--- config.mk ---
export PLATFORM = sky130hd
export DESIGN_NAME = autotest_top
export DESIGN_NICKNAME = d
export VERILOG_FILES = /design/src/design/sd_link_pkg.sv /design/src/design/test_vector_pkg.sv /design/src/design/autotest_sequencer.sv /design/src/design/autotest_top.sv /design/src/design/uut_run_timer.sv /design/src/design/vector_capture.sv
export SDC_FILE = /design/constraint.sdc
export NUM_CORES = 1
export LEC_CHECK = 0
export BUFFER_PORTS_ARGS = -buffer_cell sky130_fd_sc_hd__buf_2
export CORE_MARGIN = 3
export CORE_UTILIZATION = 46
export DETAILED_ROUTE_END_ITERATION = 8
export GPL_TIMING_DRIVEN = 0
export PLACE_DENSITY = 0.66
export SYNTH_ARGS = -nofsm -noshare
export SYNTH_HDL_FRONTEND = slang
export SYNTH_SLANG_ARGS = --single-unit
--- constraint.sdc ---
create_clock -name clk -period 5.2 [get_ports clk]
set_clock_uncertainty 0.1 [all_clocks]
set_input_delay 0.26 -clock clk [delete_from_list [all_inputs] [get_ports clk]]
set_output_delay 0.26 -clock clk [all_outputs]
set_load 0.005 [all_outputs]
--- src/design/sd_link_pkg.sv ---
/*
  SD link definitions
  Request and response words exchanged with the SD host, plus the
  block size and the first block address that the self-test uses.
*/
package sd_link_pkg;

  // bytes in one SD block transfer
  localparam int BLOCK_BYTES = 512;

  // first test-vector block
  localparam logic [31:0] START_BLOCK = 32'h0010_0000;

  // one strobe at a time, each for one cycle, only while busy is low
  typedef struct packed {
    logic        init;
    logic        rd_block;
    logic        rd_byte;
    logic        wr_block;
    logic        wr_byte;
    logic [31:0] block_addr;
    logic [7:0]  wdata;
  } sd_req_t;

  // rdata valid in the first cycle busy is low after rd_byte
  typedef struct packed {
    logic       busy;
    logic [7:0] rdata;
  } sd_rsp_t;

endpackage

--- src/design/test_vector_pkg.sv ---
/*
  Test-vector definitions
  Block layout, signature and timeout of the self-test, the operand
  set handed to the UUT, the sequencer states and the debug selector.
*/
package test_vector_pkg;

  localparam int OPERAND_W     = 32;
  localparam int OPERAND_BYTES = 4;

  // stored most significant byte first
  localparam logic [31:0] SIGNATURE = 32'hAABB_CCDD;

  // operands and expected value of the read block go LSB first
  localparam logic [9:0] OFS_SIG = 10'd0;
  localparam logic [9:0] OFS_A   = 10'd4;
  localparam logic [9:0] OFS_B   = 10'd8;
  localparam logic [9:0] OFS_C   = 10'd12;
  localparam logic [9:0] OFS_EXP = 10'd16;

  // written block
  localparam logic [9:0] OFS_RESULT = 10'd0;
  localparam logic [9:0] OFS_EXEC   = 10'd4;

  localparam logic [31:0] TIMEOUT_CYCLES = 32'd2000;
  localparam logic [7:0]  PAD_BYTE       = 8'hFF;

  typedef struct packed {
    logic [OPERAND_W-1:0] a;
    logic [OPERAND_W-1:0] b;
    logic [OPERAND_W-1:0] c;
  } operand_set_t;

  typedef enum logic [4:0] {
    ST_INIT, ST_INIT_WAIT,
    ST_RD_BLOCK, ST_RD_BLOCK_WAIT, ST_RD_BYTE, ST_RD_BYTE_WAIT,
    ST_CHECK_SIG, ST_START, ST_RUN, ST_COMPARE,
    ST_WR_BLOCK, ST_WR_BLOCK_WAIT, ST_WR_BYTE, ST_WR_BYTE_WAIT,
    ST_NEXT_BLOCK, ST_HALT
  } seq_state_e;

  typedef enum logic [1:0] {
    DBG_STATUS, DBG_RUNTIME, DBG_ERRORS, DBG_EXEC
  } debug_sel_e;

  // true when a byte offset falls inside a 4-byte field
  function automatic logic in_field(input logic [9:0] ofs, input logic [9:0] base);
    return (ofs >= base) && (ofs < base + 10'(OPERAND_BYTES));
  endfunction

endpackage

--- src/design/autotest_sequencer.sv ---
/*
  Self-test sequencer
  Initialises the SD host, reads a vector block, starts the UUT run,
  compares the result, writes the result block back and steps to the
  next block. Halts on the first block with a bad signature.
*/
`timescale 1ns/100ps

module autotest_sequencer (
  input  logic                        clk,
  input  logic                        rst,
  input  sd_link_pkg::sd_rsp_t        sd_rsp_i,
  output sd_link_pkg::sd_req_t        sd_req_o,
  output logic                        cap_strobe_o,
  output logic [9:0]                  byte_ofs_o,
  input  logic                        sig_match_i,
  input  logic [31:0]                 expected_i,
  output logic                        run_start_o,
  input  logic                        run_done_i,
  input  logic [31:0]                 result_i,
  input  logic [31:0]                 exec_cycles_i,
  input  test_vector_pkg::debug_sel_e debug_sel_i,
  output logic [31:0]                 debug_o
);

  test_vector_pkg::seq_state_e state, next_state;

  logic [9:0]  byte_cnt;
  logic [31:0] block_addr;
  logic [31:0] err_cnt;
  logic [31:0] run_cnt;
  logic        byte_clr;
  logic        byte_inc;
  logic        addr_inc;
  logic        err_inc;
  logic        last_byte;
  logic [1:0]  wr_lane;
  logic [7:0]  wr_data;

  assign last_byte  = (byte_cnt == 10'(sd_link_pkg::BLOCK_BYTES - 1));
  assign byte_ofs_o = byte_cnt;

  // outgoing byte by offset in the result block
  always_comb begin
    wr_lane = byte_cnt[1:0];
    if (test_vector_pkg::in_field(byte_cnt, test_vector_pkg::OFS_RESULT)) begin
      wr_data = result_i[8*wr_lane +: 8];
    end else if (test_vector_pkg::in_field(byte_cnt, test_vector_pkg::OFS_EXEC)) begin
      wr_data = exec_cycles_i[8*wr_lane +: 8];
    end else begin
      wr_data = test_vector_pkg::PAD_BYTE;
    end
  end

  always_comb begin
    next_state          = state;
    sd_req_o            = '0;
    sd_req_o.block_addr = block_addr;
    sd_req_o.wdata      = wr_data;
    cap_strobe_o        = 1'b0;
    run_start_o         = 1'b0;
    byte_clr            = 1'b0;
    byte_inc            = 1'b0;
    addr_inc            = 1'b0;
    err_inc             = 1'b0;
    case (state)
      test_vector_pkg::ST_INIT: begin
        if (!sd_rsp_i.busy) begin
          sd_req_o.init = 1'b1;
          next_state    = test_vector_pkg::ST_INIT_WAIT;
        end
      end
      test_vector_pkg::ST_INIT_WAIT: begin
        if (!sd_rsp_i.busy) next_state = test_vector_pkg::ST_RD_BLOCK;
      end
      test_vector_pkg::ST_RD_BLOCK: begin
        if (!sd_rsp_i.busy) begin
          sd_req_o.rd_block = 1'b1;
          byte_clr          = 1'b1;
          next_state        = test_vector_pkg::ST_RD_BLOCK_WAIT;
        end
      end
      test_vector_pkg::ST_RD_BLOCK_WAIT: begin
        if (!sd_rsp_i.busy) next_state = test_vector_pkg::ST_RD_BYTE;
      end
      test_vector_pkg::ST_RD_BYTE: begin
        if (!sd_rsp_i.busy) begin
          sd_req_o.rd_byte = 1'b1;
          next_state       = test_vector_pkg::ST_RD_BYTE_WAIT;
        end
      end
      test_vector_pkg::ST_RD_BYTE_WAIT: begin
        // rdata valid as busy drops
        if (!sd_rsp_i.busy) begin
          cap_strobe_o = 1'b1;
          byte_clr     = last_byte;
          byte_inc     = !last_byte;
          next_state   = last_byte ? test_vector_pkg::ST_CHECK_SIG
                                   : test_vector_pkg::ST_RD_BYTE;
        end
      end
      test_vector_pkg::ST_CHECK_SIG: begin
        next_state = sig_match_i ? test_vector_pkg::ST_START : test_vector_pkg::ST_HALT;
      end
      test_vector_pkg::ST_START: begin
        run_start_o = 1'b1;
        next_state  = test_vector_pkg::ST_RUN;
      end
      test_vector_pkg::ST_RUN: begin
        if (run_done_i) next_state = test_vector_pkg::ST_COMPARE;
      end
      test_vector_pkg::ST_COMPARE: begin
        err_inc    = (result_i != expected_i);
        next_state = test_vector_pkg::ST_WR_BLOCK;
      end
      test_vector_pkg::ST_WR_BLOCK: begin
        if (!sd_rsp_i.busy) begin
          sd_req_o.wr_block = 1'b1;
          next_state        = test_vector_pkg::ST_WR_BLOCK_WAIT;
        end
      end
      test_vector_pkg::ST_WR_BLOCK_WAIT: begin
        if (!sd_rsp_i.busy) next_state = test_vector_pkg::ST_WR_BYTE;
      end
      test_vector_pkg::ST_WR_BYTE: begin
        if (!sd_rsp_i.busy) begin
          sd_req_o.wr_byte = 1'b1;
          next_state       = test_vector_pkg::ST_WR_BYTE_WAIT;
        end
      end
      test_vector_pkg::ST_WR_BYTE_WAIT: begin
        if (!sd_rsp_i.busy) begin
          byte_clr   = last_byte;
          byte_inc   = !last_byte;
          next_state = last_byte ? test_vector_pkg::ST_NEXT_BLOCK
                                 : test_vector_pkg::ST_WR_BYTE;
        end
      end
      test_vector_pkg::ST_NEXT_BLOCK: begin
        addr_inc   = 1'b1;
        next_state = test_vector_pkg::ST_RD_BLOCK;
      end
      default: begin
        // halted, nothing more goes to the card
        next_state = test_vector_pkg::ST_HALT;
      end
    endcase
  end

  always_ff @(posedge clk) begin
    if (rst) begin
      state      <= test_vector_pkg::ST_INIT;
      byte_cnt   <= '0;
      block_addr <= sd_link_pkg::START_BLOCK;
      err_cnt    <= '0;
      run_cnt    <= '0;
    end else begin
      state <= next_state;
      if (byte_clr) byte_cnt <= '0;
      else if (byte_inc) byte_cnt <= byte_cnt + 10'd1;
      if (addr_inc) block_addr <= block_addr + 32'd1;
      if (err_inc) err_cnt <= err_cnt + 32'd1;
      // total run time freezes on halt
      if (state != test_vector_pkg::ST_HALT) run_cnt <= run_cnt + 32'd1;
    end
  end

  always_comb begin
    case (debug_sel_i)
      test_vector_pkg::DBG_STATUS:  debug_o = {block_addr[15:0], 11'd0, state};
      test_vector_pkg::DBG_RUNTIME: debug_o = run_cnt;
      test_vector_pkg::DBG_ERRORS:  debug_o = err_cnt;
      default:                      debug_o = exec_cycles_i;
    endcase
  end

endmodule

--- src/design/autotest_top.sv ---
/*
  SD-card driven self-test, top level
  Connects the sequencer to the vector registers and to the UUT run
  timer. The SD host and the UUT sit outside this block.
*/
`timescale 1ns/100ps

module autotest_top (
  input  logic                          clk,
  input  logic                          rst,
  input  sd_link_pkg::sd_rsp_t          sd_rsp_i,
  output sd_link_pkg::sd_req_t          sd_req_o,
  input  logic                          uut_end_i,
  input  logic [31:0]                   uut_result_i,
  output logic                          uut_rst_o,
  output test_vector_pkg::operand_set_t uut_operands_o,
  input  test_vector_pkg::debug_sel_e   debug_sel_i,
  output logic [31:0]                   debug_o
);

  logic        cap_strobe;
  logic [9:0]  byte_ofs;
  logic        sig_match;
  logic [31:0] expected;
  logic        run_start;
  logic        run_done;
  logic [31:0] result;
  logic [31:0] exec_cycles;

  autotest_sequencer u_seq (
    .clk           (clk),
    .rst           (rst),
    .sd_rsp_i      (sd_rsp_i),
    .sd_req_o      (sd_req_o),
    .cap_strobe_o  (cap_strobe),
    .byte_ofs_o    (byte_ofs),
    .sig_match_i   (sig_match),
    .expected_i    (expected),
    .run_start_o   (run_start),
    .run_done_i    (run_done),
    .result_i      (result),
    .exec_cycles_i (exec_cycles),
    .debug_sel_i   (debug_sel_i),
    .debug_o       (debug_o)
  );

  // the block read request doubles as the vector clear
  vector_capture u_vec (
    .clk          (clk),
    .rst          (rst),
    .clear_i      (sd_req_o.rd_block),
    .cap_strobe_i (cap_strobe),
    .byte_ofs_i   (byte_ofs),
    .rdata_i      (sd_rsp_i.rdata),
    .sig_match_o  (sig_match),
    .operands_o   (uut_operands_o),
    .expected_o   (expected)
  );

  uut_run_timer u_timer (
    .clk           (clk),
    .rst           (rst),
    .start_i       (run_start),
    .uut_end_i     (uut_end_i),
    .uut_result_i  (uut_result_i),
    .uut_rst_o     (uut_rst_o),
    .done_o        (run_done),
    .result_o      (result),
    .exec_cycles_o (exec_cycles)
  );

endmodule

--- src/design/uut_run_timer.sv ---
/*
  UUT run timer
  Keeps the UUT in reset between tests, releases it on start, counts
  execution cycles until the UUT ends or the timeout is reached, and
  registers the result and the cycle count.
*/
`timescale 1ns/100ps

module uut_run_timer (
  input  logic                                 clk,
  input  logic                                 rst,
  input  logic                                 start_i,
  input  logic                                 uut_end_i,
  input  logic [test_vector_pkg::OPERAND_W-1:0] uut_result_i,
  output logic                                 uut_rst_o,
  output logic                                 done_o,
  output logic [31:0]                          result_o,
  output logic [31:0]                          exec_cycles_o
);

  logic        running;
  logic [31:0] cnt;
  logic [31:0] cnt_next;
  logic        finish;

  // count includes the current cycle
  assign cnt_next  = cnt + 32'd1;
  assign finish    = running && (uut_end_i || cnt_next == test_vector_pkg::TIMEOUT_CYCLES);
  assign uut_rst_o = !running;

  always_ff @(posedge clk) begin
    if (rst) begin
      running       <= 1'b0;
      done_o        <= 1'b0;
      exec_cycles_o <= '0;
    end else begin
      done_o <= finish;
      if (finish) begin
        running       <= 1'b0;
        exec_cycles_o <= cnt_next;
      end else if (start_i) begin
        running <= 1'b1;
      end
    end
  end

  always_ff @(posedge clk) begin
    if (start_i && !running) cnt <= '0;
    else if (running) cnt <= cnt_next;
    // result sampled in the end cycle
    if (finish) result_o <= uut_result_i;
  end

endmodule

--- src/design/vector_capture.sv ---
/*
  Test-vector registers
  Picks the signature, the three operands and the expected result out
  of the bytes of a block read, and flags a matching signature.
*/
`timescale 1ns/100ps

module vector_capture (
  input  logic                          clk,
  input  logic                          rst,
  input  logic                          clear_i,
  input  logic                          cap_strobe_i,
  input  logic [9:0]                    byte_ofs_i,
  input  logic [7:0]                    rdata_i,
  output logic                          sig_match_o,
  output test_vector_pkg::operand_set_t operands_o,
  output logic [31:0]                   expected_o
);

  logic [31:0] sig_q;
  logic [1:0]  lane;

  // fields start on 4-byte boundaries
  assign lane = byte_ofs_i[1:0];

  always_ff @(posedge clk) begin
    if (rst || clear_i) begin
      sig_q <= '0;
    end else if (cap_strobe_i &&
                 test_vector_pkg::in_field(byte_ofs_i, test_vector_pkg::OFS_SIG)) begin
      // msb first
      sig_q[8*(2'd3 - lane) +: 8] <= rdata_i;
    end
  end

  always_ff @(posedge clk) begin
    if (cap_strobe_i) begin
      if (test_vector_pkg::in_field(byte_ofs_i, test_vector_pkg::OFS_A)) begin
        operands_o.a[8*lane +: 8] <= rdata_i;
      end
      if (test_vector_pkg::in_field(byte_ofs_i, test_vector_pkg::OFS_B)) begin
        operands_o.b[8*lane +: 8] <= rdata_i;
      end
      if (test_vector_pkg::in_field(byte_ofs_i, test_vector_pkg::OFS_C)) begin
        operands_o.c[8*lane +: 8] <= rdata_i;
      end
      if (test_vector_pkg::in_field(byte_ofs_i, test_vector_pkg::OFS_EXP)) begin
        expected_o[8*lane +: 8] <= rdata_i;
      end
    end
  end

  assign sig_match_o = (sig_q == test_vector_pkg::SIGNATURE);

endmodule

==> results of run 1 <==
synthesized netlist by cell type, drive strengths merged, types with 18 or more instances:
master	n
a21oi	56
a22o	42
a22oi	30
and2	27
and3	59
buf	18
clkbuf	85
dfxtp	208
edfxtp	160
inv	28
mux4	36
nand2	156
nand3	73
nand4	52
nor2	156
nor3	27
nor4	28
o21ai	57
or3	45
xnor2	88
xor2	52
timing repair:
action / 4_1_cts / 5_1_grt
hold buffers: 40 / 0
buffers inserted: 0 / 0
endpoints found under the hold margin: 40 / 0
worst max-delay path by stage:
stage	end	depth (start not counted)	slack, ns
6_report	u_timer.result_o[1]$_DFFE_PP_	9	0.50
5_1_grt	u_timer.result_o[5]$_DFFE_PP_	9	0.23
4_1_cts	u_timer.result_o[1]$_DFFE_PP_	9	0.15
3_5_place_dp	u_timer.result_o[5]$_DFFE_PP_	9	0.15
3_3_place_gp	u_timer.result_o[1]$_DFFE_PP_	9	0.25
2_1_floorplan	u_timer.result_o[0]$_DFFE_PP_	9	1.25
per-stage QoR:
stage          instances  worst slack (ns)  hold slack, ns  instance area [um2]  power [uW]
3_3_place_gp        2284            0.2522          0.3353                18450        3207
6_report            2398            0.5014          0.2060                20280        6221
4_1_cts             2397            0.1507          0.1855                20280        6258
2_1_floorplan       1607             1.248          0.2589                16790        3148
5_1_grt             2398            0.2251          0.2563                20280        6391
3_5_place_dp        2284            0.1493          0.3382                18450        3210
state kept, by name, summed over array words and instances (netlist names), 32 cells and up:
register and cells:
u_vec.operands_o 96, u_seq.block_addr 32, u_seq.err_cnt 32, u_seq.run_cnt 32, u_timer.cnt 32, u_timer.exec_cycles_o 32
u_timer.result_o 32, u_vec.expected_o 32, u_vec.sig_q 32
cell type report:
type	count	area, um2
fill	3092	15460
clock inverter	14	224.0
buffer	103	407.9
multi-input combinational	1107	7308
antenna	1	2.502
tap	461	576.8
clock buffer	59	1206
inverter	29	108.9
sequential	368	8969
timing repair buffer	256	1481
critical path, delay by kind of cell, from the launching register on:
family	cells	cell delay [ns]
compound gates	1	0.64
xor+xnor	1	0.25
fa+ha+maj	1	0.31
buf+inv	1	0.32
flops	1	0.52
simple gates	5	2.18
power by group through the flow:
stage	Sequential [uW]	Clock (uW)	Combinational, uW
after floorplan	3070	0	73.7
after global placement	3080	0	130
after detailed placement	3080	0	132
after CTS	3020	3080	160
after global routing	3020	3200	174
final	3020	3040	162
cells by family after synthesis:
logic type / synth area share, %
muxes: 6.326
xor gates and xnor gates: 7.303
AOI/OAI and AO/OA: 8.159
adders and majority gates: 0.8942
DFF: 53.41
buffers and inverters: 3.077
and+or+nand+nor: 20.83
metal layers:
| metal | track usage [%] | routed length, um | vias up |
|---|---|---|---|
| met1 | 35.08 | 21310 | 6766 |
| met5 | 0 | 0 | - |
| li1 | - | - | 6416 |
| met4 | 7.973 | 1398 | 0 |
| met2 | 39.30 | 22840 | 603 |
| met3 | 4.725 | 4188 | 87 |
==> results_dict.tcl, run 1 <==
set metrics [dict create \
    grt_pass1_wl_um 75430 \
    fp.coreArea_um2 35740 \
    ioPinCount 220 \
    clock_sinks 368 \
    initial_core_util_pct 46.98 \
    cts_buffers 41 \
    r2r-start "u_timer.cnt[0]$_SDFFE_PP0P_" \
    min_from "sd_rsp_i[8]" \
    cts_tree "done" \
    cts_max_level 2 \
    p_int_uw 4976 \
    gp_congestion 0.8929 \
    synth_area_leaders "edfxtp_1 (29%), dfxtp_1 (25%), mux4_2 (4.8%), xnor2_1 (4.6%), nand2_1 (3.5%)" \
    final_common_cell "buf_2" \
    netlist_area_um2 16790 \
    synthCells 1607 \
    cts_root_buf "clkbuf_16" \
    drtPass1Iterations 6 \
    nets 1964 \
    crit_chain "ha_1, nand3_1, or3_1, xnor2_1, a2111oi_0, and4_1, clkbuf_1, nand3_1, nand2_2" \
    worstPathArrival_ns 4.76 \
    rows 69 \
    final.min_clock_period_ns 4.699 \
    ys_seq_area_share_pct 53.41 \
    hpwl_um 37550 \
    cts.clk_slew.worst_paths_ns 0.06 \
    drc 0 \
    min_to "u_seq.state[1]$_SDFFE_PP0P_" \
    drt_iter0_drc 1264 \
    tightest_slew_ns 1.173 \
    p_comb_share_pct 2.6 \
    ctsResizeCount 0 \
    clock_latency_ns 0.54 \
    hold_viol 0 \
    cp_max_fo 32 \
    max_stage_delay_ns 0.76 \
    antenna_found_initial 1 \
    setup_tns_ns 0 \
    maxSlewViolCount 0 \
    reg2reg_depth 9 \
    die-area_um2 38830 \
    switching_share_pct 20.02 \
    die_h_um 197.1 \
    p_leak_uw 0.007621 \
    crit_type "flip-flop to flip-flop" \
    setup.worst_path.end_class "flip-flop" \
    post-route-util_pct 56.75 \
    crit_required_ns 5.26 \
    postSynthAreaPerCell_um2 10.45 \
    p_clk_share_pct 48.9 \
    routed_wl_um 49740 \
    vias 13870 \
    yosysWarnings 0 \
    setup_viol 0 \
    cts_max_path_buffers 3 \
    grt_setup_unrepaired "false" \
    r2r_slack_ns 0.50 \
    ys_ff_latch 368 \
    synthFlopType "dfxtp_1" \
    outcome "finished clean" \
    grt_max_degree 33 \
    p_switching_uw 1245 \
    ys_async_sr_fraction_pct 0 \
    grt-ovfl-total 0 \
    synth_edf_count 160 \
    io_buffers 216 \
    clock.fmax_mhz 212.8 \
    cpMaxStageDelayCell "nand2_2" \
    drive_gt1_share_pct 18.96 \
    ant_nets 0 \
    p_seq_share_pct 48.5 \
    routed_via_density 5.785 \
    area_delta_synth_final_pct 20.81 \
    peakVddDrop_mv 0.2326 \
    critical_path.startpoint_type "flip-flop" \
    startpoint "u_timer.cnt[0]$_SDFFE_PP0P_" \
    drt-wirelength-per-cell_um 20.74 \
    min_period_over_period_pct 90.36 \
    fp.dieW_um 197.1 \
    min_path_cells 4 \
    synth_nets 1665 \
    final_cell_mix "buf_2 (229), dfxtp_1 (208), edfxtp_1 (160)" \
    hp-class "input pin to flip-flop" \
    p_per_area_nw_per_um2 306.7 \
    crit_top_cell "nand3_1" \
    yosysTopAreaCellShare_pct 28.61 \
    synth.distinct_cells 55 \
    synth_top_area_cell "edfxtp_1" \
    grt_usage_pct 24.91 \
    maxCapViolations 0 \
    r2r_end "u_timer.result_o[1]$_DFFE_PP_" \
    maxSlewHeadroom_pct 21.05 \
    grt_pass1_vias 12870 \
]
Power figures use the tool's default switching activity.
==> run 2: changes to the inputs <==
- PLACE_DENSITY: 0.66 -> 0.77
==> run 2 against run 1 <==
- core utilization fell by 0.78 points
- maximum frequency decreased by 3.1%
- final cell count decreased by 0.33%
- die area is the same
- critical path depth stayed put
- count of clock-buffer cells in the layout fell by 10
- sequential power about the same
- largest cell class unchanged
- clock power decreased by 15%
==> results_dict.tcl, run 2 (synthesis gave the netlist of run 1 again) <==
set metrics [dict create \
    outcome "finished clean" \
    grt_setup_unrepaired "false" \
    crit_chain "ha_1, nand3_1, or4_1, buf_2, nor3_2, xnor2_1, nor4_2, nand3_1, nand2_2" \
    cts_buffers 37 \
    crit_top_cell "nand3_1" \
    final.min_clock_period_ns 4.850 \
    grt-ovfl-total 0 \
    routed_via_density 5.960 \
    vias 14250 \
    cts_max_path_buffers 3 \
    cts_root_buf "clkbuf_16" \
    hold_buffers 40 \
    r2r_slack_ns 0.35 \
    die_h_um 197.1 \
    area_delta_synth_final_pct 19.14 \
    die-area_um2 38830 \
    grt_max_degree 33 \
    worstPathArrival_ns 4.88 \
    final_common_cell "buf_2" \
    rows 69 \
    grt_pass1_wl_um 75780 \
    crit_required_ns 5.23 \
    post_cts_buffers 0 \
    hold_viol 0 \
    ant_nets 0 \
    hp-class "input pin to flip-flop" \
    grt_pass1_vias 13340 \
    p_int_uw 4540 \
    cp_max_fo 32 \
    critical_path.startpoint_type "flip-flop" \
    drtPass1Iterations 6 \
    placed_cells 2284 \
    largest_reg_flops 96 \
    p_clk_share_pct 44.8 \
    clock_latency_ns 0.52 \
    crit_type "flip-flop to flip-flop" \
    post-route-util_pct 55.97 \
    cts.clk_slew.worst_paths_ns 0.06 \
    maxCapViolations 0 \
    max_stage_delay_ns 0.89 \
    cpMaxStageDelayCell "nor4_2" \
    p_comb_share_pct 2.8 \
    hpwl_um 37120 \
    maxSlewViolCount 0 \
    p_switching_uw 1212 \
    grt_usage_pct 24.65 \
    switching_share_pct 21.07 \
    fin_cells 2390 \
    ctsResizeCount 0 \
    min_period_over_period_pct 93.27 \
    p_leak_uw 0.007483 \
    final_cell_mix "buf_2 (229), dfxtp_1 (208), edfxtp_1 (160)" \
    ioPinCount 220 \
    setup_tns_ns 0 \
    p_per_area_nw_per_um2 287.5 \
    peakVddDrop_mv 0.1875 \
    setup.worst_path.end_class "flip-flop" \
    initial_core_util_pct 46.98 \
    drt_iter0_drc 1747 \
    maxSlewHeadroom_pct 27.48 \
    clock.fmax_mhz 206.2 \
    clock_sinks 368 \
    cts_max_level 2 \
    diodes 0 \
    fp.coreArea_um2 35740 \
    gp_congestion 0.9426 \
    cts_tree "done" \
    tightest_slew_ns 1.078 \
    drt-wirelength-per-cell_um 20.99 \
    routed_wl_um 50160 \
    nets 1960 \
    drive_gt1_share_pct 18.61 \
    antenna_found_initial 1 \
    hold_ws_ns 0.2266 \
    p_seq_share_pct 52.4 \
    fp.dieW_um 197.1 \
    setup_viol 0 \
    io_buffers 216 \
    drc 0 \
]
[run 2: changes by cell type in the layout (fill, tap and decap cells not counted), moves of 2 or more]
cell	change
clkbuf_16	-6
clkinv_2	+3
clkinvlp_4	+2
clkinv_1	+2
clkbuf_8	-3
bufinv_16	-4
[run 2: layout make-up]
| cell class | instances | area (um2) |
|---|---|---|
| Tap cell | 461 | 576.8 |
| Fill cell | 2924 | 15740 |
| Clock inverter | 17 | 141.4 |
| Multi-Input combinational cell | 1107 | 7308 |
| Timing Repair Buffer | 256 | 1481 |
| Inverter | 29 | 108.9 |
| Clock buffer | 49 | 1011 |
| Sequential cell | 368 | 8969 |
| Buffer | 103 | 407.9 |
[run 2: power groups by stage]
stage               combinational [uW]  sequential (uW)  clock [uW]
floorplan                         73.7             3070           0
global placement                   128             3080           0
detailed placement                 131             3080           0
CTS                                159             3010        2590
global route                       173             3010        2700
finish                             163             3010        2570
[run 2: through the flow]
stage	power (uW)	instance area, um2	worst slack, ns
after global placement	3205	18450	0.4444
after global routing	5891	20000	0.05399
after detailed placement	3208	18450	0.2163
final	5752	20000	0.3502
after CTS	5765	20000	0.1300
after floorplan	3148	16790	1.248
[run 2: path summary, 6_finish.rpt]
check | startpoint | end | depth (start not counted)
hold reg to reg | u_vec.sig_q[18]$_SDFFE_PP0P_ | u_vec.sig_q[18]$_SDFFE_PP0P_ | 2
setup / recovery | u_timer.cnt[0]$_SDFFE_PP0P_ | u_timer.result_o[1]$_DFFE_PP_ | 9
hold / removal | sd_rsp_i[8] | u_seq.state[1]$_SDFFE_PP0P_ | 4
setup reg to reg | u_timer.cnt[0]$_SDFFE_PP0P_ | u_timer.result_o[1]$_DFFE_PP_ | 9
[run 2: critical path: cells and delay by family, from the launching register on]
family	cells	cell delay, ns
xor+xnor	1	0.19
fa+ha+maj	1	0.33
buf+inv	1	0.21
flops	1	0.52
simple gates	6	3.09
[run 2: metal layers]
metal,GRT usage (%),wire (um)
met1,33.78,20040
met2,39.08,22870
met3,5.219,5293
met4,8.844,1932
met5,0,13
